--- src/icache_pkg.sv ---
// Instruction cache package with the geometry, address field widths and controller states
package icache_pkg;

   localparam int ADDR_W         = 32;   // Physical address
   localparam int P_LINE         = 5;    // 32-byte line
   localparam int P_SETS         = 4;    // 16 sets
   localparam int NUM_WAYS       = 2;

   // Fetch window holds two 32-bit instructions, same width as the AXI data bus
   localparam int FETCH_W        = 64;
   localparam int P_FETCH_BYTES  = 3;

   localparam int BEATS_PER_LINE = 1 << (P_LINE - P_FETCH_BYTES);
   localparam int BEAT_W         = $clog2(BEATS_PER_LINE); // Beat index within a line

   localparam int TAG_W          = ADDR_W - P_SETS - P_LINE;
   localparam int PAYLOAD_AW     = P_SETS + BEAT_W;       // {set index, beat index}

   typedef enum logic [2:0] {
      S_BOOT,        // Clearing every set after reset
      S_IDLE,
      S_INVALIDATE,  // Clearing one set on request
      S_REPLACE,     // Tag write and AR request
      S_REFILL,      // Burst beats into the payload
      S_RELOAD       // Re-read of the stage 1 request
   } ic_state_e;

   // One-hot way vector
   typedef logic [NUM_WAYS-1:0] way_vec_t;

endpackage
--- src/ic_refill_if.sv ---
// Refill start and beat signals shared by the controller, bus reader and fetch pipe
`timescale 1ns/1ns

interface ic_refill_if
   import icache_pkg::*;
();

   logic                start;      // One-cycle pulse from the controller
   logic                beat;       // R channel handshake
   logic                beat_last;
   logic [BEAT_W-1:0]   beat_idx;   // Position of the current beat in the line
   logic [FETCH_W-1:0]  beat_data;

   modport ctrl (output start, input beat, beat_last, beat_idx);

   modport bus  (input start, output beat, beat_last, beat_idx, beat_data);

   modport pipe (input beat, beat_idx, beat_data);

endinterface

--- src/icache_fetch_pipe.sv ---
// Fetch pipeline with stage address and valid registers and the instruction output register
`timescale 1ns/1ns

module icache_fetch_pipe
   import icache_pkg::*;
(
   input  logic               clk,
   input  logic               i_rst,
   input  logic               i_ce,
   input  logic [ADDR_W-1:0]  i_addr,
   input  logic               i_refilling,
   input  logic [FETCH_W-1:0] i_hit_data,
   output logic               o_s1_valid,
   output logic [ADDR_W-1:0]  o_s1_addr,
   output logic [ADDR_W-1:0]  o_s2_addr,
   output logic [FETCH_W-1:0] o_ins,
   output logic               o_valid,
   ic_refill_if.pipe          rf
);

   logic    refill_match;

   // Beat carrying the window that stage 2 asked for
   assign refill_match = i_refilling & rf.beat &
                         (rf.beat_idx == o_s2_addr[P_FETCH_BYTES +: BEAT_W]);

   always_ff @(posedge clk)
   begin
      if (i_rst)
      begin
         o_s1_valid <= 1'b0;
         o_valid    <= 1'b0;
      end
      else if (i_ce)
      begin
         o_s1_valid <= 1'b1;
         o_valid    <= o_s1_valid;
      end
   end

   always_ff @(posedge clk)
   begin
      if (i_ce)
      begin
         o_s1_addr <= i_addr;
         o_s2_addr <= o_s1_addr;
         o_ins     <= i_hit_data;
      end
      else if (refill_match)
         o_ins <= rf.beat_data;     // Bypass from the bus
   end

endmodule

--- src/flat_wrapper.sv ---
// flat-port wrapper written by rule: the top's interface ports become plain ports
module icache_fetch_pipe_flat import icache_pkg::*;
  (clk, i_rst, i_ce, i_addr, i_refilling, i_hit_data, o_s1_valid, o_s1_addr, o_s2_addr, o_ins, o_valid, rf_beat, rf_beat_idx, rf_beat_data);
  ic_refill_if rf_i ();
  input  logic clk;
  input  logic i_rst;
  input  logic i_ce;
  input  logic [ADDR_W-1:0] i_addr;
  input  logic i_refilling;
  input  logic [FETCH_W-1:0] i_hit_data;
  output logic o_s1_valid;
  output logic [ADDR_W-1:0] o_s1_addr;
  output logic [ADDR_W-1:0] o_s2_addr;
  output logic [FETCH_W-1:0] o_ins;
  output logic o_valid;
  input wire logic [$bits(rf_i.beat)-1:0] rf_beat;
  input wire logic [$bits(rf_i.beat_idx)-1:0] rf_beat_idx;
  input wire logic [$bits(rf_i.beat_data)-1:0] rf_beat_data;
  assign rf_i.beat = rf_beat;
  assign rf_i.beat_idx = rf_beat_idx;
  assign rf_i.beat_data = rf_beat_data;
  icache_fetch_pipe u_core (.clk(clk), .i_rst(i_rst), .i_ce(i_ce), .i_addr(i_addr), .i_refilling(i_refilling), .i_hit_data(i_hit_data), .o_s1_valid(o_s1_valid), .o_s1_addr(o_s1_addr), .o_s2_addr(o_s2_addr), .o_ins(o_ins), .o_valid(o_valid), .rf(rf_i));
endmodule
--- config.mk ---
export PLATFORM = sky130hd
export DESIGN_NAME = icache_fetch_pipe_flat
export DESIGN_NICKNAME = d
export VERILOG_FILES = /design/src/icache_pkg.sv /design/src/ic_refill_if.sv /design/src/icache_fetch_pipe.sv /design/src/flat_wrapper.sv
export SDC_FILE = /design/constraint.sdc
export NUM_CORES = 1
export LEC_CHECK = 0
export ABC_AREA = 1
export BUFFER_PORTS_ARGS = -buffer_cell sky130_fd_sc_hd__buf_2
export CAP_MARGIN = 5
export CORE_AREA = 2 2 116 118
export DETAILED_ROUTE_END_ITERATION = 8
export DIE_AREA = 0 0 118 120
export PLACE_DENSITY = 0.68
export SKIP_CTS_REPAIR_TIMING = 1
export SLEW_MARGIN = 0
export SYNTH_ARGS = -nofsm -noshare
export SYNTH_HDL_FRONTEND = slang
export SYNTH_SLANG_ARGS = --single-unit
--- constraint.sdc ---
create_clock -name clk -period 9.35 [get_ports clk]
set_input_delay 1.87 -clock clk [delete_from_list [all_inputs] [get_ports clk]]
set_output_delay 1.87 -clock clk [all_outputs]
set_load 0.005 [all_outputs]
## Yosys cells after proc, flatten, opt, wreduce, memory -nomap -nowiden

Cells that the tools add are included.

- Output and inout bits: 130
- Bits of input ports: 167
- Logic and storage cells: 11
- Register bits after elaboration: 130

- Equal/unequal tests: 1
- Muxes and demuxes: 2
- Bitwise operators: 2
- Reduce and logical (&&, ||, !) cells: 1

Operator list:

| cell | number |
|---|---|
| $mux W64 | 2 |
| $and A1 B1 Y1 | 2 |
| $eq A2 B2 Y1 | 1 |
| $reduce_bool A2 Y1 | 1 |

## Longest topological paths before layout

- Word-level depth: 4
- Mapped depth: 6

## Worst setup path after synthesis

OpenSTA, ideal clock, no wires.

- Path type: input port to flip-flop
- From: input rf_beat_idx[1]
- To: register u_core.o_ins[0] (enable)
- Path buffers: 0
- Arrival time: 4.988 ns
- Cell stages on the path: 4
- Path slack: 3.863 ns
- Path through: inv_1 nand2_1 nand3_1 o21bai_1

- Word-level cells in the longest chain between the ends: 3

Ends and longest elaborated chain:

| what | line | RTL |
|---|---|---|
| start: declaration | flat_wrapper.sv:17 | `input wire logic [$bits(rf_i.beat_idx)-1:0] rf_beat_idx;` |
| $eq A2 B2 Y1 | icache_fetch_pipe.sv:25 | `(rf.beat_idx == o_s2_addr[P_FETCH_BYTES +: BEAT_W]);` |
| $and A1 B1 Y1 | icache_fetch_pipe.sv:24 | `assign refill_match = i_refilling & rf.beat &` |
| $reduce_bool A2 Y1 (no source line) | n/a |  |
| end signal: assignment | icache_fetch_pipe.sv:47 | `o_ins <= i_hit_data;` |
| end signal: assignment | icache_fetch_pipe.sv:50 | `o_ins <= rf.beat_data;` |
| end: declaration | icache_fetch_pipe.sv:16 | `output logic [FETCH_W-1:0] o_ins,` |

No other way between the ends.
A chain may end at the register's enable or synchronous reset.

## Worst setup path after layout

- From: input rf_beat_idx[0]
- To: register u_core.o_ins[45] (enable)

Same word-level chain as after synthesis.

==> results.txt <==
Status: complete, no violations
Final GP Congestion: 0.848
Initial antenna violation count: 0
Vias after detailed routing: 3712
Top Ports: 297
Flop2flop setup slack: 7.16 ns
H-tree depth: 4
Gr usage total: 16.6%
Worst-path clk slew: 0.06 ns
Number of flops mapped to enable cells by yosys: 128
Setup Skew: 0.00889 ns
DR pass1 iterations: 4
# nets final: 824
Crit path largest cell delay: 0.59 ns
Worst VDD drop: 92.6 uV
Actual slew at the worst max-slew pin: 1.01 ns
Row Count: 42
Worst hold stages: 0
Ys Warns: 0
Cell taking the most area after synthesis: edfxtp_1
Filler instances: 1128
DRC viols: 0
Slew Limit Headroom: 32.4%
Final period util: 35.4%
Initial Util: 37.0%
Layout cell share with drive strength beyond 1: 49.4%
RSZ-0062 raised after global routing: no
Syn avg cell area: 13.5 um^2
GRT overflow: 0
Share of Yosys cell area claimed by the top area cell type: 80.1%
Die Y: 120 um
Setup_tns: 0 ns
First-pass GRT wire length: 17600 um
Routed wire per std cell: 14.1 um
Crit-path cells: buf_2 -> nand2_1 -> nand3_1 -> o21bai_4 -> buf_4
Most common flop cell mapped by yosys: edfxtp_1
FMAX: 0.302 GHz
P_leak: 3.36 nW
Hold slack final: 0.445 ns
Synth area leaders: edfxtp_1 80%, nand2_1 15%, buf_6 1.6%
Post-DP HPWL: 9030 um
Critical-path top delay cell: o21bai_4
Port buffer count: 296
Pin count of the biggest net entering global routing: 83
CTS sink cnt: 130
Area growth, synth to finish: 45.2%
CP Data Arrival Time: 3.35 ns
Post-Synthesis Cell Area: 4800 um^2
Final setup fails: 0
Clk_lat worst skew: 0.41 ns
Crit path max fanout: 42
Period minus WS final: 3.31 ns
Max-Cap Viols: 0
Syn_nets: 522
Yosys reg bits: 130
Die X: 118 um
CP Class: in2reg
Worst Setup End Kind: register
Most frequent cell after synthesis: nand2_1
Vias/cell: 4.39
Post-synth ARST share: 0%
Final Max Tran Viols: 0
Final hold violations: 0
P per Cell Area: 209 nW/um^2
Vias in the first global route: 3560
Seq/Total Area, Yosys: 80.9%
CTS tree: built
N_diodes: 0
Clock Path Buffers: 2
Worst r2r path cells: 4
Cells after synthesis: 355
ANT nets after route: 0
Synth unique cells: 14
CTS buffer count: 17
WL final: 11900 um
Top cells by count, synth: 198 x nand2_1, 128 x edfxtp_1, 7 x buf_6
Die area: 14200 um^2
Core area: 13000 um^2
Final Core Density: 53.7%
Path type of the worst min-delay path: reg2reg
Clock root cell: clkbuf_16
Startpoint types: input port
DRT iter0 DRCs: 182
Worst Path Required: 9.39 ns
-- worst paths after layout --
check,from,to
min,u_core.o_s1_addr[29],u_core.o_s2_addr[29]
min reg2reg,u_core.o_s1_addr[29],u_core.o_s2_addr[29]
max,rf_beat_idx[0],u_core.o_ins[45]
max reg2reg,u_core.o_s2_addr[3],u_core.o_ins[45]
-- stage by stage --
step                std cells  setup WS (ns)  instance area (um^2)  total power, mW
finish                    846           6.04                  6970             1.45
global route              846           5.91                  6970             1.52
CTS                       846           6.00                  6970             1.48
detailed placement        814           5.56                  6410            0.856
global placement          814           5.63                  6410            0.851
floorplan                 355           3.86                  4800            0.764
-- layer usage --
layer	global-route usage, %	up-vias	part of all wire, %
met1	17.8	1697	39
met5	0	-	0
met3	5.32	19	6.9
met2	29.5	195	52
met4	8.06	0	2.1
li1	-	1801	-
-- logic make-up (layout without fill, tap and decap cells) --
kind of cell           count (synthesis)  count (layout)  share of synthesized area, %
AND/OR/NAND/NOR                      200             200                          15.7
flip-flops                           130             130                          80.9
AO/OA/AOI/OAI                          3               3                         0.417
buffers and inverters                 22             337                          3.02
-- sequential cells by signal, indices dropped and copies added, names as in the netlist --
signal,flops
u_core.o_ins,64
u_core.o_s2_addr,32
u_core.o_s1_addr,32
u_core.o_s1_valid,1
u_core.o_valid,1
-- where the power goes --
part | internal (mW) | switching, mW
Combinational | 0.0628 | 0.0693
Clock | 0.367 | 0.245
Sequential | 0.695 | 0.0142
-- layout by cell type, fill, tap and decap left out, types with 2 or more instances in the layout --
cell        Yosys  final
buf_2           5    295
buf_4           1      3
clkbuf_16       0     17
clkinv_2        0      3
clkinv_4        0      2
clkinvlp_4      0      4
dfxtp_1         2      2
edfxtp_1      128    128
inv_1           6      6
inv_6           0      3
nand2_1       198    198
-- critical path, delay by kind of cell --
kind	cells	cell delay [ns]
AOI/OAI and AO/OA	1	0.59
buffers and inverters	2	0.69
and+or+nand+nor	2	0.17
-- layout make-up --
| type | count | area, um^2 | share of cell area (%) |
|---|---|---|---|
| inverter | 7 | 26.3 | 0.377 |
| timing repair buffer | 298 | 1500 | 21.5 |
| tap | 176 | 220 | 3.16 |
| sequential | 130 | 3880 | 55.7 |
| multi-input combinational | 203 | 783 | 11.2 |
| clock inverter | 15 | 134 | 1.92 |
| clock buffer | 17 | 425 | 6.10 |
Note: power is estimated with default switching activity, not from simulation.
