<file path="config.mk">
export PLATFORM = sky130hd
export DESIGN_NAME = icache_axi_rd_flat
export DESIGN_NICKNAME = d
export VERILOG_FILES = /design/src/icache_pkg.sv /design/src/ic_refill_if.sv /design/src/icache_axi_rd.sv /design/src/flat_wrapper.sv
export SDC_FILE = /design/constraint.sdc
export NUM_CORES = 1
export LEC_CHECK = 0
export BUFFER_PORTS_ARGS = -buffer_cell sky130_fd_sc_hd__buf_4
export CAP_MARGIN = 10
export CORE_MARGIN = 10
export CORE_UTILIZATION = 31
export CTS_CLUSTER_SIZE = 20
export DETAILED_ROUTE_END_ITERATION = 7
export HOLD_SLACK_MARGIN = 0.06
export PLACE_DENSITY = 0.81
export SLEW_MARGIN = 20
export SYNTH_ARGS = -nofsm -noshare
export SYNTH_HDL_FRONTEND = slang
export SYNTH_SLANG_ARGS = --single-unit
</file>
<file path="constraint.sdc">
create_clock -name clk -period 1.15 [get_ports clk]
set_input_delay 0.23 -clock clk [delete_from_list [all_inputs] [get_ports clk]]
set_output_delay 0.23 -clock clk [all_outputs]
set_load 0.05 [all_outputs]
</file>
<file path="src/icache_pkg.sv">
// Instruction cache package with the geometry, address field widths and controller states
package icache_pkg;

   localparam int ADDR_W         = 32;   // Physical address
   localparam int P_LINE         = 5;    // 32-byte line
   localparam int P_SETS         = 4;    // 16 sets
   localparam int NUM_WAYS       = 2;

   // Fetch window holds two 32-bit instructions, same width as the AXI data bus
   localparam int FETCH_W        = 64;
   localparam int P_FETCH_BYTES  = 3;

   localparam int BEATS_PER_LINE = 1 << (P_LINE - P_FETCH_BYTES);
   localparam int BEAT_W         = $clog2(BEATS_PER_LINE); // Beat index within a line

   localparam int TAG_W          = ADDR_W - P_SETS - P_LINE;
   localparam int PAYLOAD_AW     = P_SETS + BEAT_W;       // {set index, beat index}

   typedef enum logic [2:0] {
      S_BOOT,        // Clearing every set after reset
      S_IDLE,
      S_INVALIDATE,  // Clearing one set on request
      S_REPLACE,     // Tag write and AR request
      S_REFILL,      // Burst beats into the payload
      S_RELOAD       // Re-read of the stage 1 request
   } ic_state_e;

   // One-hot way vector
   typedef logic [NUM_WAYS-1:0] way_vec_t;

endpackage
</file>
<file path="src/ic_refill_if.sv">
// Refill start and beat signals shared by the controller, bus reader and fetch pipe
`timescale 1ns/1ns

interface ic_refill_if
   import icache_pkg::*;
();

   logic                start;      // One-cycle pulse from the controller
   logic                beat;       // R channel handshake
   logic                beat_last;
   logic [BEAT_W-1:0]   beat_idx;   // Position of the current beat in the line
   logic [FETCH_W-1:0]  beat_data;

   modport ctrl (output start, input beat, beat_last, beat_idx);

   modport bus  (input start, output beat, beat_last, beat_idx, beat_data);

   modport pipe (input beat, beat_idx, beat_data);

endinterface

</file>
<file path="src/icache_axi_rd.sv">
// AXI burst reader for line refills with AR register, R ready and beat counter
`timescale 1ns/1ns

module icache_axi_rd
   import icache_pkg::*;
(
   input  logic               clk,
   input  logic               i_rst,
   input  logic [ADDR_W-1:0]  i_s2_addr,
   input  logic               i_arready,
   input  logic               i_rvalid,
   input  logic [FETCH_W-1:0] i_rdata,
   input  logic               i_rlast,
   input  logic               i_refilling,
   output logic               o_arvalid,
   output logic [ADDR_W-1:0]  o_araddr,
   output logic               o_rready,
   ic_refill_if.bus           rf
);

   logic [BEAT_W-1:0]   beat_cnt;

   always_ff @(posedge clk)
   begin
      if (i_rst)
      begin
         o_arvalid <= 1'b0;
         beat_cnt  <= '0;
      end
      else
      begin
         if (rf.start)
            o_arvalid <= 1'b1;
         else if (i_arready)
            o_arvalid <= 1'b0;   // Address accepted
         if (rf.start)
            beat_cnt <= '0;
         else if (rf.beat)
            beat_cnt <= beat_cnt + 1'b1;
      end
   end

   // Line-aligned address, held until the handshake
   always_ff @(posedge clk)
   begin
      if (rf.start)
         o_araddr <= {i_s2_addr[ADDR_W-1:P_LINE], {P_LINE{1'b0}}};
   end

   assign o_rready     = i_refilling;
   assign rf.beat      = i_rvalid & o_rready;
   assign rf.beat_last = rf.beat & i_rlast;
   assign rf.beat_idx  = beat_cnt;
   assign rf.beat_data = i_rdata;

endmodule

</file>
<file path="src/flat_wrapper.sv">
// flat-port wrapper written by rule: the top's interface ports become plain ports
module icache_axi_rd_flat import icache_pkg::*;
  (clk, i_rst, i_s2_addr, i_arready, i_rvalid, i_rdata, i_rlast, i_refilling, o_arvalid, o_araddr, o_rready, rf_start, rf_beat, rf_beat_last, rf_beat_idx, rf_beat_data);
  ic_refill_if rf_i ();
  input  logic clk;
  input  logic i_rst;
  input  logic [ADDR_W-1:0] i_s2_addr;
  input  logic i_arready;
  input  logic i_rvalid;
  input  logic [FETCH_W-1:0] i_rdata;
  input  logic i_rlast;
  input  logic i_refilling;
  output logic o_arvalid;
  output logic [ADDR_W-1:0] o_araddr;
  output logic o_rready;
  input wire logic [$bits(rf_i.start)-1:0] rf_start;
  output wire logic [$bits(rf_i.beat)-1:0] rf_beat;
  output wire logic [$bits(rf_i.beat_last)-1:0] rf_beat_last;
  output wire logic [$bits(rf_i.beat_idx)-1:0] rf_beat_idx;
  output wire logic [$bits(rf_i.beat_data)-1:0] rf_beat_data;
  assign rf_i.start = rf_start;
  assign rf_beat = rf_i.beat;
  assign rf_beat_last = rf_i.beat_last;
  assign rf_beat_idx = rf_i.beat_idx;
  assign rf_beat_data = rf_i.beat_data;
  icache_axi_rd u_core (.clk(clk), .i_rst(i_rst), .i_s2_addr(i_s2_addr), .i_arready(i_arready), .i_rvalid(i_rvalid), .i_rdata(i_rdata), .i_rlast(i_rlast), .i_refilling(i_refilling), .o_arvalid(o_arvalid), .o_araddr(o_araddr), .o_rready(o_rready), .rf(rf_i));
endmodule
</file>
## Word level (Yosys, flattened, before mapping)

Cells that the tools add are included.
W data, S select, Z words.

| word-level totals | value |
|---|---|
| output and inout port bits | 102 |
| logic and storage cells | 10 |
| bits in registers | 30 |

| cells by class | value |
|---|---|
| $add $sub $neg | 1 |
| multiplexer cells | 2 |
| bitwise gates (word level) | 2 |
| reductions and logical operators | 2 |

Operator list:

| cell | number |
|---|---|
| $add A2 B1 Y2 const B | 1 |
| $and A1 B1 Y1 | 2 |
| $mux W1 | 2 |
| $reduce_bool A2 Y1 | 1 |
| $reduce_or A2 Y1 | 1 |

## Longest topological paths before layout

Gate-level depths: netlist (run 1).

| logic depth | value |
|---|---|
| depth in word-level cells | 2 |
| mapped depth | 2 |
| mapped depth without buffers | 2 |

## Worst setup path before layout (run 1)

OpenSTA, ideal clock, no wires.

| timing path | value |
|---|---|
| path kind | flip-flop to flip-flop |
| start point | register u_core.beat_cnt[0], in the netlist u_core.rf.beat_idx[0] |
| end point | register u_core.beat_cnt[1], in the netlist u_core.rf.beat_idx[1] |
| clock period less this slack | 1.205 ns |
| data arrival time | 1.082 ns |
| setup slack | -0.055 ns |
| cell stages (with the launch flop) | 3 |
| cells stage by stage | dfxtp_1 -> nand3_1 -> mux2_1 |

| on the way | value |
|---|---|
| word-level cells in the longest chain between the ends | 1 |

RTL lines:

| element | line | RTL |
|---|---|---|
| start, declared | icache_axi_rd.sv:21 | `logic [BEAT_W-1:0] beat_cnt;` |
| start signal, assigned | icache_axi_rd.sv:39 | `beat_cnt <= beat_cnt + 1'b1;` |
| $add A2 B1 Y2 | icache_axi_rd.sv:39 |  |

Every way passes these cells.
A chain may end at the register's enable or synchronous reset.

## Worst setup path in the final report (run 1)

| timing path | value |
|---|---|
| start point | register u_core.o_araddr[11] |
| end point | output port o_araddr[11] |

RTL lines:

| element | line | RTL |
|---|---|---|
| start, declared | icache_axi_rd.sv:16 | `output logic [ADDR_W-1:0] o_araddr,` |
| start signal, assigned | icache_axi_rd.sv:47 | `o_araddr <= {i_s2_addr[ADDR_W-1:P_LINE], {P_LINE{1'b0}}};` |
| end, declared | flat_wrapper.sv:14 | `output logic [ADDR_W-1:0] o_araddr;` |

No word-level cell between the ends.

==> results of run 1 <==
==> flip-flops by register name, summed over array words and instances (netlist names) <==
name / cells
u_core.rf.beat_idx: 2
u_core.o_arvalid: 1
u_core.o_araddr: 27
==> power breakdown <==
group	switching (mW)	internal (mW)	leakage [nW]
sequential	0.0239	1.28	0.289
combinational	0.417	0.187	0.378
clock	0.358	0.647	0.0524
total	0.798	2.11	0.719
==> cell families (layout without fill, tap and decap cells) <==
kind of cell | Yosys count | after routing
multiplexers | 1 | 1
buffers and inverters | 71 | 76
flip-flops | 30 | 30
AO/OA/AOI/OAI | 3 | 3
AND/OR/NAND/NOR | 7 | 7
other | 1 | 5
==> placed cells by master (no fill, tap or decap), drive strengths merged <==
| master | instances |
|---|---|
| nor3b | 1 |
| edfxtp | 27 |
| inv | 1 |
| a211oi | 1 |
| a21oi | 1 |
| bufinv | 1 |
| dfxtp | 3 |
| mux2 | 1 |
| nand2b | 1 |
| clkbuf | 7 |
| nand3b | 1 |
| conb | 5 |
| nor3 | 1 |
| nand3 | 1 |
| and3 | 1 |
| a21bo | 1 |
| buf | 67 |
| and2 | 1 |
==> final timing paths <==
kind	depth (start not counted)	slack [ns]	end	startpoint
setup reg to reg	2	0.29	u_core.rf.beat_idx[0]$_SDFFE_PP0P_	u_core.rf.beat_idx[0]$_SDFFE_PP0P_
setup / recovery	1	0.05	o_araddr[11]	u_core.o_araddr[11]$_DFFE_PP_
hold / removal	1	0.13	u_core.o_araddr[23]$_DFFE_PP_	i_s2_addr[23]
hold reg to reg	2	0.47	u_core.o_arvalid$_SDFFE_PP0P_	u_core.o_arvalid$_SDFFE_PP0P_
==> cells in the mapped netlist, drive strengths merged <==
master	count
buf	70
edfxtp	27
dfxtp	3
a211oi	1
a21bo	1
a21oi	1
and2	1
and3	1
conb	1
inv	1
mux2	1
nand2b	1
nand3	1
nand3b	1
nor3	1
nor3b	1
==> routing by layer <==
| layer | up-vias | GRT usage [%] |
|---|---|---|
| met4 | 0 | 9.83 |
| met1 | 313 | 6.77 |
| li1 | 315 | - |
| met2 | 99 | 11.1 |
| met3 | 38 | 7.11 |
| met5 | - | 0 |
==> through the flow <==
stage	utilization [%]	std cells	hold slack (ns)	total power, mW
floorplan	-	117	0.295	2.29
global placement	33.2	168	0.408	1.92
detailed placement	33.2	168	0.409	1.93
CTS	35.5	176	0.119	2.94
global route	35.5	176	0.115	3.01
finish	35.5	176	0.125	2.91
==> cell type report <==
class,count,area [um2],area share (%)
clock buffer,7,76.3,4.59
sequential,30,872,52.4
tap,54,67.6,4.06
timing repair buffer,67,515,31.0
inverter,1,3.75,0.226
multi-input combinational,16,98.8,5.94
clock inverter,1,30.0,1.80
==> impl_metrics.toml, run 1 <==
[synth]
syn-instance-count = 113
ys_seq_area_share_pct = 58.7
synth_top_area_share_pct = 54.6
synth-xor-area-share_pct = 0
syn_area_mm2 = 0.00148
synthSimpleGateAreaFrac_pct = 3.12
synth_top_family_by_area = "buffers and inverters"
synth.avg_cell_area_um2 = 13.1
synth_area_leaders = "edfxtp_1, buf_4, dfxtp_1"
synth-seq-cells = 30
synth_area_leader_cell = "edfxtp_1"
synth_cell_type_count = 16
ys.warnings.count = 0
synthAdderAreaFrac_pct = 0
synth_compound_area_share_pct = 1.52
muxShareOfSynthArea_pct = 0.759

[power_and_ir_drop]
leakage_nw = 0.719
power_density_mw_per_mm2 = 1750
ir_worst_vdd_v = 0.000864

[setup_path]
critPathTopFamily = "flip-flops"
cpMaxStageDelayCell = "edfxtp_1"
critical_path_buf_inv_count = 1
crit_chain = "buf_4"
path_max_fanout = 1
endpoint_kind = "output pin"
setup.worst_path.start_class = "register"
crit_type = "register to output pin"
cp_slowest_stage_delay_ns = 0.39
arrival_ns = 0.87
critPathRequiredTime_ns = 0.92

[clocking]
cts_max_level = 2
cts_tree = "built"
cts_buffers = 5
postCtsHoldBufs = 0
clk_pin_slew_ns = 0.06
post_cts_resized = 0
cts_buffer_depth = 2
cts_sinks = 30
cts_setup_buffers = 0
clkLatencyLatePin_ns = 0.28
cts_root_buf = "clkbuf_8"

[global_routing]
grt_pass1_vias = 808
track_usage_pct = 8.29
grt_max_degree = 18
grt.overflow.total = 0
antenna_found_initial = 0
grt_pass1_wl_um = 4740

[floorplanning]
die_h_um = 89.2
io_pins = 205
die_w_um = 89.2
die-area_mm2 = 0.00795
rows = 25
initial_utilization_pct = 31.6
core-area_mm2 = 0.00469

[place]
dp_worst_setup_slack_ns = 0.197
gp_congestion = 0.675
dpl_cell_area_mm2 = 0.00156
portBuffers = 66

[timing]
fin_ws_ns = 0.0505
fmax_mhz = 910
drv_slew = 0
finClkSkew_ns = 0.0000312
setup_viol = 0
rsz0062_at_grt = "false"
period_share_pct = 95.6
setup-tns-final_ns = 0
post-route-min-period_ns = 1.10
hold_viol_final = 0

[detailed_routing]
maxUsedRoutingLayer = "met4"
wl_um = 3680
drtIter0Drc = 26
routed_via_density = 4.35
num_vias = 765
drc = 0
met1_length_um = 1060
met3_length_um = 883
dr_wl_met2_um = 1460
ant_nets = 0
routedWlPerCell_um = 20.9
dr.pass1.iters = 4

[final_layout]
syn_to_final_growth_pct = 12.1
stdcell_area_mm2 = 0.00166
nNetsFinal = 224
fillers = 439
n_antenna_cell = 0
drive_above_1_share_pct = 63.1

[status]
status = "completed"

[job]
maxCapViolCount = 0

[hold_path]
hp-class = "input port to register"
Power figures use the tool's default switching activity.
==> inputs of run 2 (changes only) <==
--- a/config.mk
+++ b/config.mk
@@ -9,6 +9,7 @@
 export CAP_MARGIN = 10
 export CORE_MARGIN = 10
 export CORE_UTILIZATION = 31
+export CTS_BUF_LIST = sky130_fd_sc_hd__clkbuf_2
 export CTS_CLUSTER_SIZE = 20
 export DETAILED_ROUTE_END_ITERATION = 7
 export HOLD_SLACK_MARGIN = 0.06
==> impl_metrics.toml, run 2 (synthesis results as in run 1) <==
[setup_path]
critical_path_buf_inv_count = 1
cp_slowest_stage_delay_ns = 0.45
critPathTopFamily = "flip-flops"
ff2ff_path_depth = 3
path_depth = 1
crit_chain = "buf_6"
endpoint_kind = "output pin"
cpMaxStageDelayCell = "edfxtp_1"
setup.worst_path.start_class = "register"
arrival_ns = 0.97
crit_type = "register to output pin"
critPathRequiredTime_ns = 0.92
path_max_fanout = 1

[final_layout]
final_util_pct = 43.6
syn_to_final_growth_pct = 37.9
largest_reg_flops = 27
nNetsFinal = 254
top_register = "u_core.o_araddr"
drive_above_1_share_pct = 54.6
final_common_cell = "buf_4"
final_cell_mix = "buf_4, dlygate4sd3_1, buf_6, edfxtp_1, clkbuf_2"
fillers = 377

[power_and_ir_drop]
ir_worst_vdd_v = 0.000760
leakage_nw = 0.878
power_density_mw_per_mm2 = 1380
total_power_mw = 2.82

[timing]
finClkSkew_ns = 0.000359
drv_slew = 0
setup_viol = 26
fin_ws_ns = -0.0490
fin_hold_ws_ns = 0.122
fmax_mhz = 834
post-route-min-period_ns = 1.20
hold_viol_final = 0
rsz0062_at_grt = "true"
period_share_pct = 104

[global_routing]
antenna_found_initial = 1
grt_max_degree = 18
grt.overflow.total = 0
grt_pass1_vias = 980
grt_pass1_wl_um = 6120
track_usage_pct = 10.8

[detailed_routing]
wl_um = 4600
routed_via_density = 4.38
ant_nets = 0
dr.pass1.iters = 4
routedWlPerCell_um = 22.2
num_vias = 907
drc = 0
drtIter0Drc = 42

[status]
status = "finished, violations left"
violations = "negative setup slack"

[hold_path]
min_delay_path_depth = 3
hp-class = "input port to register"

[job]
maxCapViolCount = 0

[floorplanning]
die-area_mm2 = 0.00795
initial_utilization_pct = 31.6
io_pins = 205
die_w_um = 89.2
core-area_mm2 = 0.00469
die_h_um = 89.2
rows = 25

[place]
dp_worst_setup_slack_ns = 0.197
gp_congestion = 0.675
portBuffers = 66

[clocking]
cts_root_buf = "clkbuf_2"
clkLatencyLatePin_ns = 0.36
cts_buffer_depth = 2
cts_max_level = 2
clk_pin_slew_ns = 0.16
cts_sinks = 30
cts_tree = "built"
cts_buffers = 5
## run 2: cell count changes in the layout (fill, tap and decap cells not counted), sizes merged
cell,delta
buf,+2
diode,+1
dlygate4sd3,+28
## run 2: path summary, 6_finish.rpt
path | start | end | slack, ns
worst min register to register | u_core.o_arvalid$_SDFFE_PP0P_ | u_core.o_arvalid$_SDFFE_PP0P_ | 0.63
worst max-delay path | u_core.o_araddr[14]$_DFFE_PP_ | o_araddr[14] | -0.05
worst min-delay path | i_arready | u_core.o_arvalid$_SDFFE_PP0P_ | 0.12
worst max register to register | u_core.rf.beat_idx[0]$_SDFFE_PP0P_ | u_core.rf.beat_idx[0]$_SDFFE_PP0P_ | 0.15
## run 2: per-layer routing
layer  track usage (%)  routed length, um  vias to the layer above
met5                 0                  0                        -
met4              10.3                264                        0
met3              8.02                943                       36
li1                  -                  -                      378
met2              16.6               2080                      102
met1              8.79               1310                      391
## run 2: area by class of cell
cell class | count | area, um2 | area share [%]
inverter | 1 | 3.75 | 0.183
timing repair buffer | 97 | 935 | 45.7
antenna | 1 | 2.50 | 0.122
clock buffer | 7 | 35.0 | 1.71
tap | 54 | 67.6 | 3.30
clock inverter | 1 | 30.0 | 1.47
sequential | 30 | 875 | 42.7
multi-input combinational | 16 | 98.8 | 4.83
## run 2: what timing repair did
action                                  in CTS  in global routing
resized for setup                           32                  3
endpoints found under the hold margin       29                  0
setup buffers                                1                  1
hold buffers                                28                  0
pin swaps                                    0                  0
endpoints found under the setup margin      30                 30
## run 2: through the flow
step | instance area, um2 | setup TNS, ns | instances
after floorplan | 1500 | 0 | 117
after global placement | 1560 | 0 | 168
after detailed placement | 1560 | 0 | 168
after CTS | 2030 | -0.940 | 205
after global routing | 2050 | -2.20 | 207
final | 2050 | -0.603 | 207
## run 2: where the power goes
group	total, mW	internal, mW	switching, mW
Sequential	1.32	1.28	0.0436
Clock	0.744	0.388	0.356
Combinational	0.752	0.304	0.448
