<file path="src/icache_pkg.sv">
// Instruction cache package with the geometry, address field widths and controller states
package icache_pkg;

   localparam int ADDR_W         = 32;   // Physical address
   localparam int P_LINE         = 5;    // 32-byte line
   localparam int P_SETS         = 4;    // 16 sets
   localparam int NUM_WAYS       = 2;

   // Fetch window holds two 32-bit instructions, same width as the AXI data bus
   localparam int FETCH_W        = 64;
   localparam int P_FETCH_BYTES  = 3;

   localparam int BEATS_PER_LINE = 1 << (P_LINE - P_FETCH_BYTES);
   localparam int BEAT_W         = $clog2(BEATS_PER_LINE); // Beat index within a line

   localparam int TAG_W          = ADDR_W - P_SETS - P_LINE;
   localparam int PAYLOAD_AW     = P_SETS + BEAT_W;       // {set index, beat index}

   typedef enum logic [2:0] {
      S_BOOT,        // Clearing every set after reset
      S_IDLE,
      S_INVALIDATE,  // Clearing one set on request
      S_REPLACE,     // Tag write and AR request
      S_REFILL,      // Burst beats into the payload
      S_RELOAD       // Re-read of the stage 1 request
   } ic_state_e;

   // One-hot way vector
   typedef logic [NUM_WAYS-1:0] way_vec_t;

endpackage
</file>
<file path="src/ic_refill_if.sv">
// Refill start and beat signals shared by the controller, bus reader and fetch pipe
`timescale 1ns/1ns

interface ic_refill_if
   import icache_pkg::*;
();

   logic                start;      // One-cycle pulse from the controller
   logic                beat;       // R channel handshake
   logic                beat_last;
   logic [BEAT_W-1:0]   beat_idx;   // Position of the current beat in the line
   logic [FETCH_W-1:0]  beat_data;

   modport ctrl (output start, input beat, beat_last, beat_idx);

   modport bus  (input start, output beat, beat_last, beat_idx, beat_data);

   modport pipe (input beat, beat_idx, beat_data);

endinterface

</file>
<file path="src/ic_array_if.sv">
// Array port between the cache controller and the way arrays
`timescale 1ns/1ns

interface ic_array_if
   import icache_pkg::*;
();

   logic [P_SETS-1:0]      line_addr;     // Tag array set index
   logic [PAYLOAD_AW-1:0]  payload_addr;  // {set, beat}
   logic                   rd_en;
   way_vec_t               tag_we;
   logic [TAG_W:0]         tag_wdata;     // {tag, valid}
   way_vec_t               payload_we;

   logic                   hit;
   logic [FETCH_W-1:0]     hit_data;      // Window of the hitting way

   modport ctrl (
      output line_addr, payload_addr, rd_en, tag_we, tag_wdata, payload_we,
      input  hit
   );

   modport array (
      input  line_addr, payload_addr, rd_en, tag_we, tag_wdata, payload_we,
      output hit, hit_data
   );

endinterface

</file>
<file path="src/icache_ctrl.sv">
// Cache controller with the miss FSM, boot counter, way pointer and array address muxes
`timescale 1ns/1ns

module icache_ctrl
   import icache_pkg::*;
(
   input  logic               clk,
   input  logic               i_rst,
   input  logic               i_ce,
   input  logic [ADDR_W-1:0]  i_addr,
   input  logic               i_inv,
   input  logic [ADDR_W-1:0]  i_inv_addr,
   input  logic               i_s1_valid,
   input  logic [ADDR_W-1:0]  i_s1_addr,
   input  logic [ADDR_W-1:0]  i_s2_addr,
   output logic               o_stall,
   output logic               o_refilling,
   ic_array_if.ctrl           arr,
   ic_refill_if.ctrl          rf
);

   ic_state_e           state;
   ic_state_e           state_nxt;
   logic [P_SETS-1:0]   boot_cnt;
   logic [P_SETS:0]     boot_nxt;      // Carry marks the last set
   logic [P_SETS-1:0]   inv_set;
   logic                pend_miss;
   way_vec_t            repl_ptr;
   way_vec_t            refill_way;
   logic                miss;

   // Stage 1 lookup result is judged when the request moves to stage 2
   assign miss = i_ce & i_s1_valid & ~arr.hit;

   assign boot_nxt = {1'b0, boot_cnt} + 1'b1;

   always_comb
   begin
      state_nxt = state;
      case (state)
         S_BOOT:       if (boot_nxt[P_SETS]) state_nxt = S_IDLE;
         S_IDLE:
         begin
            if (i_ce & i_inv)
               state_nxt = S_INVALIDATE;
            else if (miss)
               state_nxt = S_REPLACE;
         end
         // Stage 1 tags are stale once a set is cleared, so re-read them
         S_INVALIDATE: state_nxt = pend_miss ? S_REPLACE : S_RELOAD;
         S_REPLACE:    state_nxt = S_REFILL;
         S_REFILL:     if (rf.beat_last) state_nxt = S_RELOAD;
         S_RELOAD:     state_nxt = S_IDLE;
         default:      state_nxt = S_BOOT;
      endcase
   end

   always_ff @(posedge clk)
   begin
      if (i_rst)
      begin
         state     <= S_BOOT;
         boot_cnt  <= '0;
         pend_miss <= 1'b0;
         repl_ptr  <= way_vec_t'(1);
      end
      else
      begin
         state <= state_nxt;
         if (state == S_BOOT)
            boot_cnt <= boot_nxt[P_SETS-1:0];
         if (state == S_IDLE && i_ce)
            pend_miss <= miss;    // Held across an invalidate
         if (state == S_REPLACE)
            repl_ptr <= {repl_ptr[NUM_WAYS-2:0], repl_ptr[NUM_WAYS-1]};
      end
   end

   always_ff @(posedge clk)
   begin
      if (i_ce)
         inv_set <= i_inv_addr[P_LINE +: P_SETS];
      if (state == S_REPLACE)
         refill_way <= repl_ptr;  // Way that takes the refill beats
   end

   // Tag array set index
   always_comb
   begin
      case (state)
         S_BOOT:       arr.line_addr = boot_cnt;
         S_INVALIDATE: arr.line_addr = inv_set;
         S_REPLACE:    arr.line_addr = i_s2_addr[P_LINE +: P_SETS];
         S_RELOAD:     arr.line_addr = i_s1_addr[P_LINE +: P_SETS];
         default:      arr.line_addr = i_addr[P_LINE +: P_SETS];
      endcase
   end

   // Payload address, the beat index comes from the bus reader while refilling
   always_comb
   begin
      case (state)
         S_REFILL: arr.payload_addr = {i_s2_addr[P_LINE +: P_SETS], rf.beat_idx};
         S_RELOAD: arr.payload_addr = i_s1_addr[P_FETCH_BYTES +: PAYLOAD_AW];
         default:  arr.payload_addr = i_addr[P_FETCH_BYTES +: PAYLOAD_AW];
      endcase
   end

   assign arr.tag_wdata  = (state == S_REPLACE) ? {i_s2_addr[ADDR_W-1 -: TAG_W], 1'b1} : '0;
   assign arr.tag_we     = (state == S_BOOT || state == S_INVALIDATE) ? '1 :
                           (state == S_REPLACE) ? repl_ptr : '0;
   assign arr.payload_we = (state == S_REFILL && rf.beat) ? refill_way : '0;
   assign arr.rd_en      = i_ce | (state == S_RELOAD);

   assign rf.start    = (state == S_REPLACE);
   assign o_refilling = (state == S_REFILL);
   assign o_stall     = (state != S_IDLE);

endmodule

</file>
<file path="src/flat_wrapper.sv">
// flat-port wrapper written by rule: the top's interface ports become plain ports
module icache_ctrl_flat import icache_pkg::*;
  (clk, i_rst, i_ce, i_addr, i_inv, i_inv_addr, i_s1_valid, i_s1_addr, i_s2_addr, o_stall, o_refilling, arr_line_addr, arr_payload_addr, arr_rd_en, arr_tag_we, arr_tag_wdata, arr_payload_we, arr_hit, rf_start, rf_beat, rf_beat_last, rf_beat_idx);
  ic_array_if arr_i ();
  ic_refill_if rf_i ();
  input  logic clk;
  input  logic i_rst;
  input  logic i_ce;
  input  logic [ADDR_W-1:0] i_addr;
  input  logic i_inv;
  input  logic [ADDR_W-1:0] i_inv_addr;
  input  logic i_s1_valid;
  input  logic [ADDR_W-1:0] i_s1_addr;
  input  logic [ADDR_W-1:0] i_s2_addr;
  output logic o_stall;
  output logic o_refilling;
  output wire logic [$bits(arr_i.line_addr)-1:0] arr_line_addr;
  output wire logic [$bits(arr_i.payload_addr)-1:0] arr_payload_addr;
  output wire logic [$bits(arr_i.rd_en)-1:0] arr_rd_en;
  output wire logic [$bits(arr_i.tag_we)-1:0] arr_tag_we;
  output wire logic [$bits(arr_i.tag_wdata)-1:0] arr_tag_wdata;
  output wire logic [$bits(arr_i.payload_we)-1:0] arr_payload_we;
  input wire logic [$bits(arr_i.hit)-1:0] arr_hit;
  output wire logic [$bits(rf_i.start)-1:0] rf_start;
  input wire logic [$bits(rf_i.beat)-1:0] rf_beat;
  input wire logic [$bits(rf_i.beat_last)-1:0] rf_beat_last;
  input wire logic [$bits(rf_i.beat_idx)-1:0] rf_beat_idx;
  assign arr_line_addr = arr_i.line_addr;
  assign arr_payload_addr = arr_i.payload_addr;
  assign arr_rd_en = arr_i.rd_en;
  assign arr_tag_we = arr_i.tag_we;
  assign arr_tag_wdata = arr_i.tag_wdata;
  assign arr_payload_we = arr_i.payload_we;
  assign arr_i.hit = arr_hit;
  assign rf_start = rf_i.start;
  assign rf_i.beat = rf_beat;
  assign rf_i.beat_last = rf_beat_last;
  assign rf_i.beat_idx = rf_beat_idx;
  icache_ctrl u_core (.clk(clk), .i_rst(i_rst), .i_ce(i_ce), .i_addr(i_addr), .i_inv(i_inv), .i_inv_addr(i_inv_addr), .i_s1_valid(i_s1_valid), .i_s1_addr(i_s1_addr), .i_s2_addr(i_s2_addr), .o_stall(o_stall), .o_refilling(o_refilling), .arr(arr_i), .rf(rf_i));
endmodule
</file>
<file path="config.mk">
export PLATFORM = sky130hd
export DESIGN_NAME = icache_ctrl_flat
export DESIGN_NICKNAME = d
export VERILOG_FILES = /design/src/icache_pkg.sv /design/src/ic_refill_if.sv /design/src/ic_array_if.sv /design/src/icache_ctrl.sv /design/src/flat_wrapper.sv
export SDC_FILE = /design/constraint.sdc
export NUM_CORES = 1
export LEC_CHECK = 0
export ABC_AREA = 1
export BUFFER_PORTS_ARGS = -buffer_cell sky130_fd_sc_hd__clkbuf_2
export CAP_MARGIN = 20
export CORE_MARGIN = 4
export CORE_UTILIZATION = 29
export CTS_CLUSTER_SIZE = 14
export DETAILED_ROUTE_END_ITERATION = 10
export GPL_TIMING_DRIVEN = 0
export PLACE_DENSITY = 0.8
export SETUP_SLACK_MARGIN = 0.15
export SLEW_MARGIN = 20
export SYNTH_ARGS = -nofsm -noshare
export SYNTH_HDL_FRONTEND = slang
export SYNTH_SLANG_ARGS = --single-unit
</file>
<file path="constraint.sdc">
create_clock -name clk -period 1.2 [get_ports clk]
set_input_delay 0 -clock clk [delete_from_list [all_inputs] [get_ports clk]]
set_output_delay 0 -clock clk [all_outputs]
set_load 0.03 [all_outputs]
</file>
# Word-level counts from Yosys, hierarchy flattened
# Index checks and enable logic that the tools add are counted.
[word_totals]
inputBits = 138
output_inout_bits = 42
register_bits = 16
[classes]
bitwise_logic = 5
eq_ne = 9
muxes = 12
n_reduce_logical = 5
addsub = 1
[op_table]
columns = ["op", "count"]
rows = [
  ["$mux 24", 1],
  ["$pmux 3 s6", 1],
  ["$pmux 4 s4", 1],
  ["$mux 3", 5],
  ["$pmux 6 s2", 1],
  ["$eq 3x2->1 const B", 2],
  ["$eq 3x3->1 const B", 2],
  ["$mux 2", 3],
  ["$ne 3x1->1 const B", 2],
  ["$add 4x1->5 const B", 1],
  ["$ne 2x1->1 const B", 2],
  ["$and 1x1->1", 3],
  ["$eq 3x1->1 const B", 1],
  ["$logic_not 3->1", 1],
  ["$reduce_and 3->1", 1],
  ["$logic_and 1x1->1", 2],
  ["$logic_or 1x1->1", 1],
  ["$not 1->1", 1],
  ["$or 1x1->1", 1],
]

# Longest topological paths before layout
# Gate-level depths: netlist of run 1.
[depth]
ltp_word = 5
ltp_mapped = 7
ltp_nobuf = 7

# Worst setup path after synthesis of run 1
# OpenSTA, ideal clock, no wires.
[synth_path]
kind = "register to output"
startpoint = "reg u_core.state[2]"
endpoint = "out arr_payload_we[0]"
n_path_buf = 0
slack_ns = -0.161
path_stages_with_launch = 3
arrival_ns = 1.361
path_cell_list = "dfxtp_1 -> nand2_2 -> nor3b_1"
[synth_between]
elab_chain_cells = 3
[synth_rtl]
columns = ["element", "line_no", "text"]
rows = [
  ["start, declared", "icache_ctrl.sv:22", "ic_state_e state;"],
  ["start signal, assigned", "icache_ctrl.sv:69", "state <= state_nxt;"],
  ["$eq 3x3->1", "icache_ctrl.sv:112", "assign arr.payload_we = (state == S_REFILL && rf.beat) ? refill_way : '0;"],
  ["$logic_and 1x1->1", "icache_ctrl.sv:112", ""],
  ["$mux 2", "icache_ctrl.sv:112", ""],
  ["end, declared", "flat_wrapper.sv:22", "output wire logic [$bits(arr_i.payload_we)-1:0] arr_payload_we;"],
]
# No other way between the ends.

# Final worst setup path of run 1
[layout_path]
startpoint = "reg u_core.state[2]"
endpoint = "out arr_line_addr[1]"
[layout_between]
elab_chain_cells = 2
word_cells_on_any_way = 5
cone_classes = "eq/ne: 3; mux: 1; reduce/logical: 1"
[layout_rtl]
columns = ["element", "line_no", "text"]
rows = [
  ["$eq 3x3->1, or another cell as far along", "icache_ctrl.sv:90", "case (state)"],
  ["$pmux 4 s4 (*)", "icache_ctrl.sv:90", ""],
  ["end, declared", "flat_wrapper.sv:17", "output wire logic [$bits(arr_i.line_addr)-1:0] arr_line_addr;"],
]
# Every way passes the cells marked *; elsewhere a longest branch is shown, timed or not.

==> results.txt, run 1 <==
The number of I/O port buffers came out at 94. The top cell types in the final layout, fill and taps aside, are sky130_fd_sc_hd__clkbuf_2, sky130_fd_sc_hd__inv_1, sky130_fd_sc_hd__buf_8. The worst setup path is of the reg -> out kind.

The initial antenna violation count came out at 1. The number of hold violations in the final report came out at 0. The count of maximum capacitance violations came out at 0.

The switching power of the nets came out at 415 µW. The synthesis-to-layout area growth is 153%. The final net count is 461. The worst supply voltage drop on vdd came out at 0.000598 V.

After detailed placement, the total cell area comes to 1860 µm². The internal cell power is 1.02 mW. The area share of the leading cell type in the synthesized netlist came out at 0.167.

The later pin in the worst-skew pair is clocked with a latency of 0.25 ns. The final design area excluding fillers is 3030 µm². The total wirelength of the detailed-routed design came out at 6970 µm. Of the synthesized area, sequential elements account for 0.317.

After clock tree synthesis, the clock-pin slew on the worst setup and hold paths is 0.06 ns. The post-synthesis cell type count is 23. In this run the cell area of the synthesized design comes to 1200 µm². The worst path in the final design needs a cycle of 1.51 ns, including I/O delays and setup.

Across all setup checks in the final design, the least slack found is -0.308 ns. The core region is 4000 µm². The share of total power dissipated in the clock network is 0.337.

The critical path runs through a total of 8 cells. The path type of the worst min-delay path is in -> reg. The checks that failed: setup timing. The mean post-synth cell area came out at 6.28 µm². The number of global-route vias before repair is 1822.

The count of routing violations after the opening detailed-route iteration is 80. In this run the deepest clock path goes through 2 buffers. The depth of the CTS H-tree is 1. The die footprint came out at 5230 µm². Setup repair after global routing could not meet its margin everywhere. In this run the static leakage power is 1.51 nW. Across the routed clock network, the largest skew measured is 0.00328 ns. The kind of capture point of the worst setup path is a primary output. For this design the top-level I/O count stands at 180. The combinational group share of total power is 0.251.

For the pin with the worst max-slew slack, the measured transition is 0.243 ns. The number of antenna diodes in the final layout is 0. The post-synth net total came out at 330. For the worst flop-to-flop path, the logic depth is 7. The total count of max-transition violations in the final report came out at 0. The maximum number of pins on one net before global-route repair came out at 11. The largest fanout on the critical path is 5.

Setup violations remaining at the end of the flow were counted as 44. The gate count after technology mapping is 191. The share of layout cells above drive strength 1 is 0.685. The flow ran to the end, but the final reports show violations. The initial utilization of the core area, before any placement, comes to 0.300. In this run the horizontal extent of the chip is 72.3 µm.

The arrival time at the worst endpoint came out at 1.51 ns. The slowest stage of the critical path is the sky130_fd_sc_hd__dfxtp_4 cell. The number of iterations in the first detailed-routing pass came out at 4.

Along the worst hold path, the cell count comes to 2. Counting the buffers created by CTS gives 3. The sum of negative setup slack is -7.35 ns.

The floorplan row count came out at 23. The last weighted congestion value of the routability-driven placer came out at 0.905. The flip-flop and latch count after synthesis is 16. Clock tree synthesis selected as its root buffer the cell sky130_fd_sc_hd__clkbuf_8. TritonCTS built the clock tree. The library cell occupying the most area in the post-synthesis netlist is sky130_fd_sc_hd__dfxtp_1. The clock net sink count is 16. The vias after detailed routing is 1817.

Of the total power, the share spent switching nets is 0.288. The vertical extent of the die came out at 72.3 µm. The share of the clock period used by the worst path after layout is 1.26. The average via count per standard cell is 4.90. The detail-routed net length per standard cell came out at 18.8 µm. The most frequent cell on the critical path is sky130_fd_sc_hd__nand2_2. The combined buffer and inverter count along the critical path is 2. The overall routing resource usage came out at 0.237. For the worst setup path, the data required time is 1.20 ns. The critical path goes through nor2_4 -> nand2_2 -> inv_4 -> nand2_2 -> nand2_2 -> nor2_1 -> nand2_2 -> buf_8. Leaving out fill and tap cells, the most frequent cell in the layout is sky130_fd_sc_hd__clkbuf_2. The number of DRC violations after detailed routing came out at 0. The wire-length estimate of the detail-placed layout is 3530 µm.

In the post-synthesis netlist, the biggest area contributors are sky130_fd_sc_hd__dfxtp_1, sky130_fd_sc_hd__edfxtp_1, sky130_fd_sc_hd__nand2_1, sky130_fd_sc_hd__inv_1, sky130_fd_sc_hd__nor2_1. STA classifies the critical path startpoint as a flip-flop. The sequential share of power came out at 0.412. The fmax came out at 663 MHz.

The total global routing overflow came out at 0. Among cell families on the critical path, the largest total delay comes from simple AND/OR/NAND/NOR gates. During synthesis, Yosys emitted a total of 0 warnings. The longest individual stage delay on the worst path came out at 0.39 ns. The final core area utilization came out at 0.758. Dividing total power by cell area gives a power density of 475 nW/µm². The relative max-transition margin came out at 0.838. The count of nets left with antenna violations after detail routing came out at 0.

The global-route wire length before repair came out at 9350 µm.
[path summary, 6_finish.rpt]
check,to,startpoint,slack [ns]
setup / recovery,arr_line_addr[1],u_core.state[2]$_SDFFE_PP0P_,-0.31
hold / removal,u_core.state[2]$_SDFFE_PP0P_,i_rst,0.01
setup reg to reg,u_core.state[1]$_SDFFE_PP0P_,u_core.state[2]$_SDFFE_PP0P_,-0.03
hold reg to reg,u_core.refill_way[0]$_DFFE_PN_,u_core.repl_ptr[0]$_SDFFE_PP1N_,0.47
[synth_stat cells (all sizes together)]
cell type	count
nand2	49
inv	42
nor2	41
o21ai	13
dfxtp	10
nand3	9
a21oi	7
edfxtp	6
buf	4
o211ai	4
nand4	2
nor3b	2
ha	1
nor3	1
[routing by layer]
layer / routed length (µm) / GRT usage
met5: 12 / 0
met1: 2330 / 0.246
met2: 3520 / 0.425
met3: 816 / 0.104
met4: 291 / 0.0752
[state kept, by name, summed over array words and instances, names as in the netlist]
| name | cells |
|---|---|
| u_core.boot_cnt | 4 |
| u_core.inv_set | 4 |
| u_core.state | 3 |
| u_core.refill_way | 2 |
| u_core.repl_ptr | 2 |
| u_core.pend_miss | 1 |
[metrics by stage]
stage	instances	power, mW	worst slack (ns)	hold slack (ns)
floorplan	191	0.722	0.107	0.0594
global placement	335	0.843	-0.208	0.179
detailed placement	335	0.849	-0.211	0.179
CTS	362	1.39	-0.277	0.00833
global route	371	1.51	-0.392	0.0342
finish	371	1.44	-0.308	0.0115
[cell type report]
cell class                 count  area (µm²)
tap                           50        62.6
inverter                      42         184
fill                         247         968
sequential                    16         394
buffer                         4        71.3
multi-input combinational    130        1060
timing repair buffer         125        1200
clock buffer                   4        55.1
[cells by family after synthesis]
group | share of synthesized area
simple gates | 0.398
buf+inv | 0.166
compound gates | 0.108
flops | 0.317
fa+ha+maj | 0.0104
[power groups by stage]
stage | Clock, mW | Combinational (mW) | Sequential (mW)
after floorplan | 0 | 0.122 | 0.600
after global placement | 0 | 0.242 | 0.602
after detailed placement | 0 | 0.246 | 0.603
after CTS | 0.497 | 0.305 | 0.588
after global routing | 0.524 | 0.389 | 0.595
final | 0.486 | 0.361 | 0.593
[what timing repair did]
action,CTS,global route
resized for setup,161,80
setup buffers,18,7
setup endpoints to repair,49,54
hold buffers,4,0
hold endpoints to repair,4,0
gates cloned,1,2
pin swaps,15,16
(Power assumes the default switching activity.)
==> run 2: changes to the inputs <==
--- a/config.mk
+++ b/config.mk
@@ -7,13 +7,13 @@
 export LEC_CHECK = 0
 export ABC_AREA = 1
 export BUFFER_PORTS_ARGS = -buffer_cell sky130_fd_sc_hd__clkbuf_2
-export CAP_MARGIN = 20
 export CORE_MARGIN = 4
 export CORE_UTILIZATION = 29
 export CTS_CLUSTER_SIZE = 14
 export DETAILED_ROUTE_END_ITERATION = 10
 export GPL_TIMING_DRIVEN = 0
 export PLACE_DENSITY = 0.8
+export REMOVE_ABC_BUFFERS = 1
 export SETUP_SLACK_MARGIN = 0.15
 export SLEW_MARGIN = 20
 export SYNTH_ARGS = -nofsm -noshare
==> results.txt, run 2 (synthesis results as in run 1) <==
The sum of net half-perimeters after detailed placement was 3030 µm (-14%). The final net count is 456 (-1.1%). TritonCTS built the clock tree. The worst register-to-register path ends at u_core.state[0]$_SDFFE_PP0P_. The number of I/O port buffers is 94 (unchanged).

The reg-to-reg setup timing slack came to -0.25 ns (-0.22 ns). STA classifies the critical path startpoint as a flip-flop. The count of routing violations after the opening detailed-route iteration came out at 70 (-13%). The last weighted congestion value of the routability-driven placer is 0.809 (-11%). The count of nets left with antenna violations after detail routing is 0 (unchanged). The clock transition time at the flip-flop clock pins of the worst setup and hold paths is 0.07 ns (about the same). The worst-case setup slack after placement is -0.651 ns (-0.440 ns). The number of hold violations in the final report came to 0 (unchanged). The count of maximum capacitance violations came out at 0 (unchanged). The number of iterations in the first detailed-routing pass came out at 7 (+3).

The tree is rooted in a sky130_fd_sc_hd__clkbuf_8. From synthesis to final layout, the design area changed by 119%. The total global routing overflow is 0 (unchanged).

The floorplan row count came out at 23 (unchanged). The fmax is 664 MHz (about the same). The number of I/O pins is 180 (unchanged).

The setup skew after layout is 0.00497 ns (+0.00169 ns). The clock latency on the worst-skew pair was 0.26 ns (about the same). The power density normalized to cell area came out at 537 nW/µm² (+13%).

The startpoint identified for the worst register-to-register timing path is u_core.state[2]$_SDFFE_PP0P_. The antenna diode instance count is 0 (unchanged). In the layout the commonest cells are sky130_fd_sc_hd__clkbuf_2, sky130_fd_sc_hd__inv_1, sky130_fd_sc_hd__nand2_1.

The path depth of the worst reg2reg path is 9 (+2). The leading cell type in the layout, fill and taps excluded is sky130_fd_sc_hd__clkbuf_2. The vias after detailed routing came out at 1741 (-4.2%).

The depth of the CTS H-tree came to 1 (unchanged). The checks that failed: setup timing. The relative max-transition margin is 0.835 (-0.00286). The setup path with the least slack is of type reg -> out. The layout filler cell count was 297 (+20%).

The number of DRC violations after detailed routing came out at 0 (unchanged). The min-delay analysis places its worst path in the category in -> reg. The final-report setup violation count came out at 44 (unchanged). The clock net sink count is 16 (unchanged).

The largest registers in the layout are u_core.boot_cnt x4, u_core.inv_set x4, u_core.state x3. The most critical setup path has its endpoint at arr_line_addr[2]. The total placed cells including tap cells came out at 331 (-1.2%). The horizontal extent of the die came to 72.3 µm (unchanged). The total wirelength of the detailed-routed design is 5540 µm (-20%). The share of layout cells above drive strength 1 came out at 0.579 (-0.106).

In this run the worst setup path begins at u_core.state[2]$_SDFFE_PP0P_. The final worst slack came out at -0.307 ns (+0.000875 ns). The deepest clock path buffer count came to 2 (unchanged). The overall routing resource usage came to 0.175 (-0.0612). The worst supply voltage drop on vdd came to 0.000628 V (+5.0%).

The initial standard-cell utilization of the core is 0.300 (unchanged). The die footprint is 5230 µm² (unchanged). STA classifies the critical path endpoint as a primary output. The largest fanout on the critical path is 7 (+2). The total count of max-transition violations in the final report came out at 0 (unchanged).

The final period demand of the worst path came out at 1.51 ns (-0.000875 ns). The number of CTS-inserted buffers is 3 (unchanged). The average via count per standard cell came out at 4.76 (-2.9%). The detail-routed net length per standard cell is 15.1 µm (-19%). The transition time of the tightest slew-check pin is 0.247 ns (+0.00406 ns).

The vertical extent of the die came out at 72.3 µm (unchanged). The post-layout instance count excluding filler cells is 366 (-1.3%). The worst path required time is 1.20 ns (about the same). The global-route wire length before repair is 7110 µm (-24%). The number of global-route vias before repair came out at 1577 (-13%).

The initial antenna violation count is 0 (-1). The core area is 4000 µm² (unchanged). The arrival time at the worst endpoint came out at 1.51 ns (about the same). The maximum number of pins on one net before global-route repair is 16 (+5). The flow ran to the end, but the final reports show violations.

The leakage power summed over all cells is 1.35 nW (-10%). Setup repair after global routing could not meet its margin everywhere. The share of the clock period used by the worst path after layout was 1.26 (about the same).
-- run 2: changes by cell type in the layout (fill, tap and decap cells not counted), sizes merged --
cell	delta
nand3	+1
buf	-19
clkinvlp	-1
nand2	-1
inv	+1
clkbuf	+14
-- run 2: metrics by stage --
step / setup TNS (ns) / total power, mW / hold WS (ns) / instance area [µm²] / utilization
CTS: -8.50 / 1.36 / 0.00543 / 2340 / 0.585
global placement: -12.80 / 0.833 / 0.179 / 1690 / 0.423
finish: -8.92 / 1.41 / 0.0195 / 2630 / 0.657
detailed placement: -14.99 / 0.838 / 0.179 / 1690 / 0.423
floorplan: -9.73 / 0.712 / 0.0691 / 1160 / -
global route: -11.10 / 1.47 / 0.0351 / 2630 / 0.657
-- run 2: worst min-delay path by stage --
| stage | from | to | cells after the start | slack, ns |
|---|---|---|---|---|
| 6_report | arr_hit | u_core.pend_miss$_SDFFE_PP0P_ | 4 | 0.02 |
| 2_1_floorplan | i_rst | u_core.boot_cnt[3]$_SDFFE_PP0N_ | 1 | 0.07 |
| 4_1_cts | i_rst | u_core.state[2]$_SDFFE_PP0P_ | 2 | 0.005 |
| 5_1_grt | i_rst | u_core.boot_cnt[3]$_SDFFE_PP0N_ | 2 | 0.04 |
| 3_3_place_gp | i_inv_addr[8] | u_core.inv_set[3]$_DFFE_PP_ | 1 | 0.18 |
| 3_5_place_dp | i_inv_addr[6] | u_core.inv_set[1]$_DFFE_PP_ | 1 | 0.18 |
-- run 2: final cells by class --
cell class	count	area [µm²]	share of cell area
Timing Repair Buffer	124	1070	0.406
Multi-Input combinational cell	130	867	0.330
Inverter	42	185	0.0704
Clock buffer	4	55.1	0.0209
Tap cell	50	62.6	0.0238
Sequential cell	16	392	0.149
-- run 2: critical path: stages, from the launching register on --
cell and delay, ns:
sky130_fd_sc_hd__dfxtp_4 0.38, sky130_fd_sc_hd__buf_12 0.13, sky130_fd_sc_hd__nand2_8 0.07, sky130_fd_sc_hd__nor2_8 0.05
sky130_fd_sc_hd__nor3_4 0.28, sky130_fd_sc_hd__nand2_1 0.11, sky130_fd_sc_hd__nand2_2 0.09, sky130_fd_sc_hd__buf_8 0.12
-- run 2: power breakdown --
| part | switching [mW] | total, mW | leakage (nW) | internal [mW] |
|---|---|---|---|---|
| combinational | 0.168 | 0.322 | 1.18 | 0.154 |
| sequential | 0.0129 | 0.588 | 0.144 | 0.576 |
| clock | 0.211 | 0.503 | 0.0288 | 0.292 |
| total | 0.391 | 1.41 | 1.35 | 1.02 |
-- run 2: metal layers --
metal | GRT usage | share of wire
met1 | 0.198 | 0.35
met2 | 0.317 | 0.52
met3 | 0.0429 | 0.096
met4 | 0.0605 | 0.027
met5 | 0 | 0
-- run 2: timing repair --
item	in CTS	in global routing
hold buffers	4	0
endpoints found under the hold margin	4	0
gates cloned	1	0
setup endpoints to repair	53	54
resized for setup	108	97
pin swaps	12	17
buffers inserted	17	9
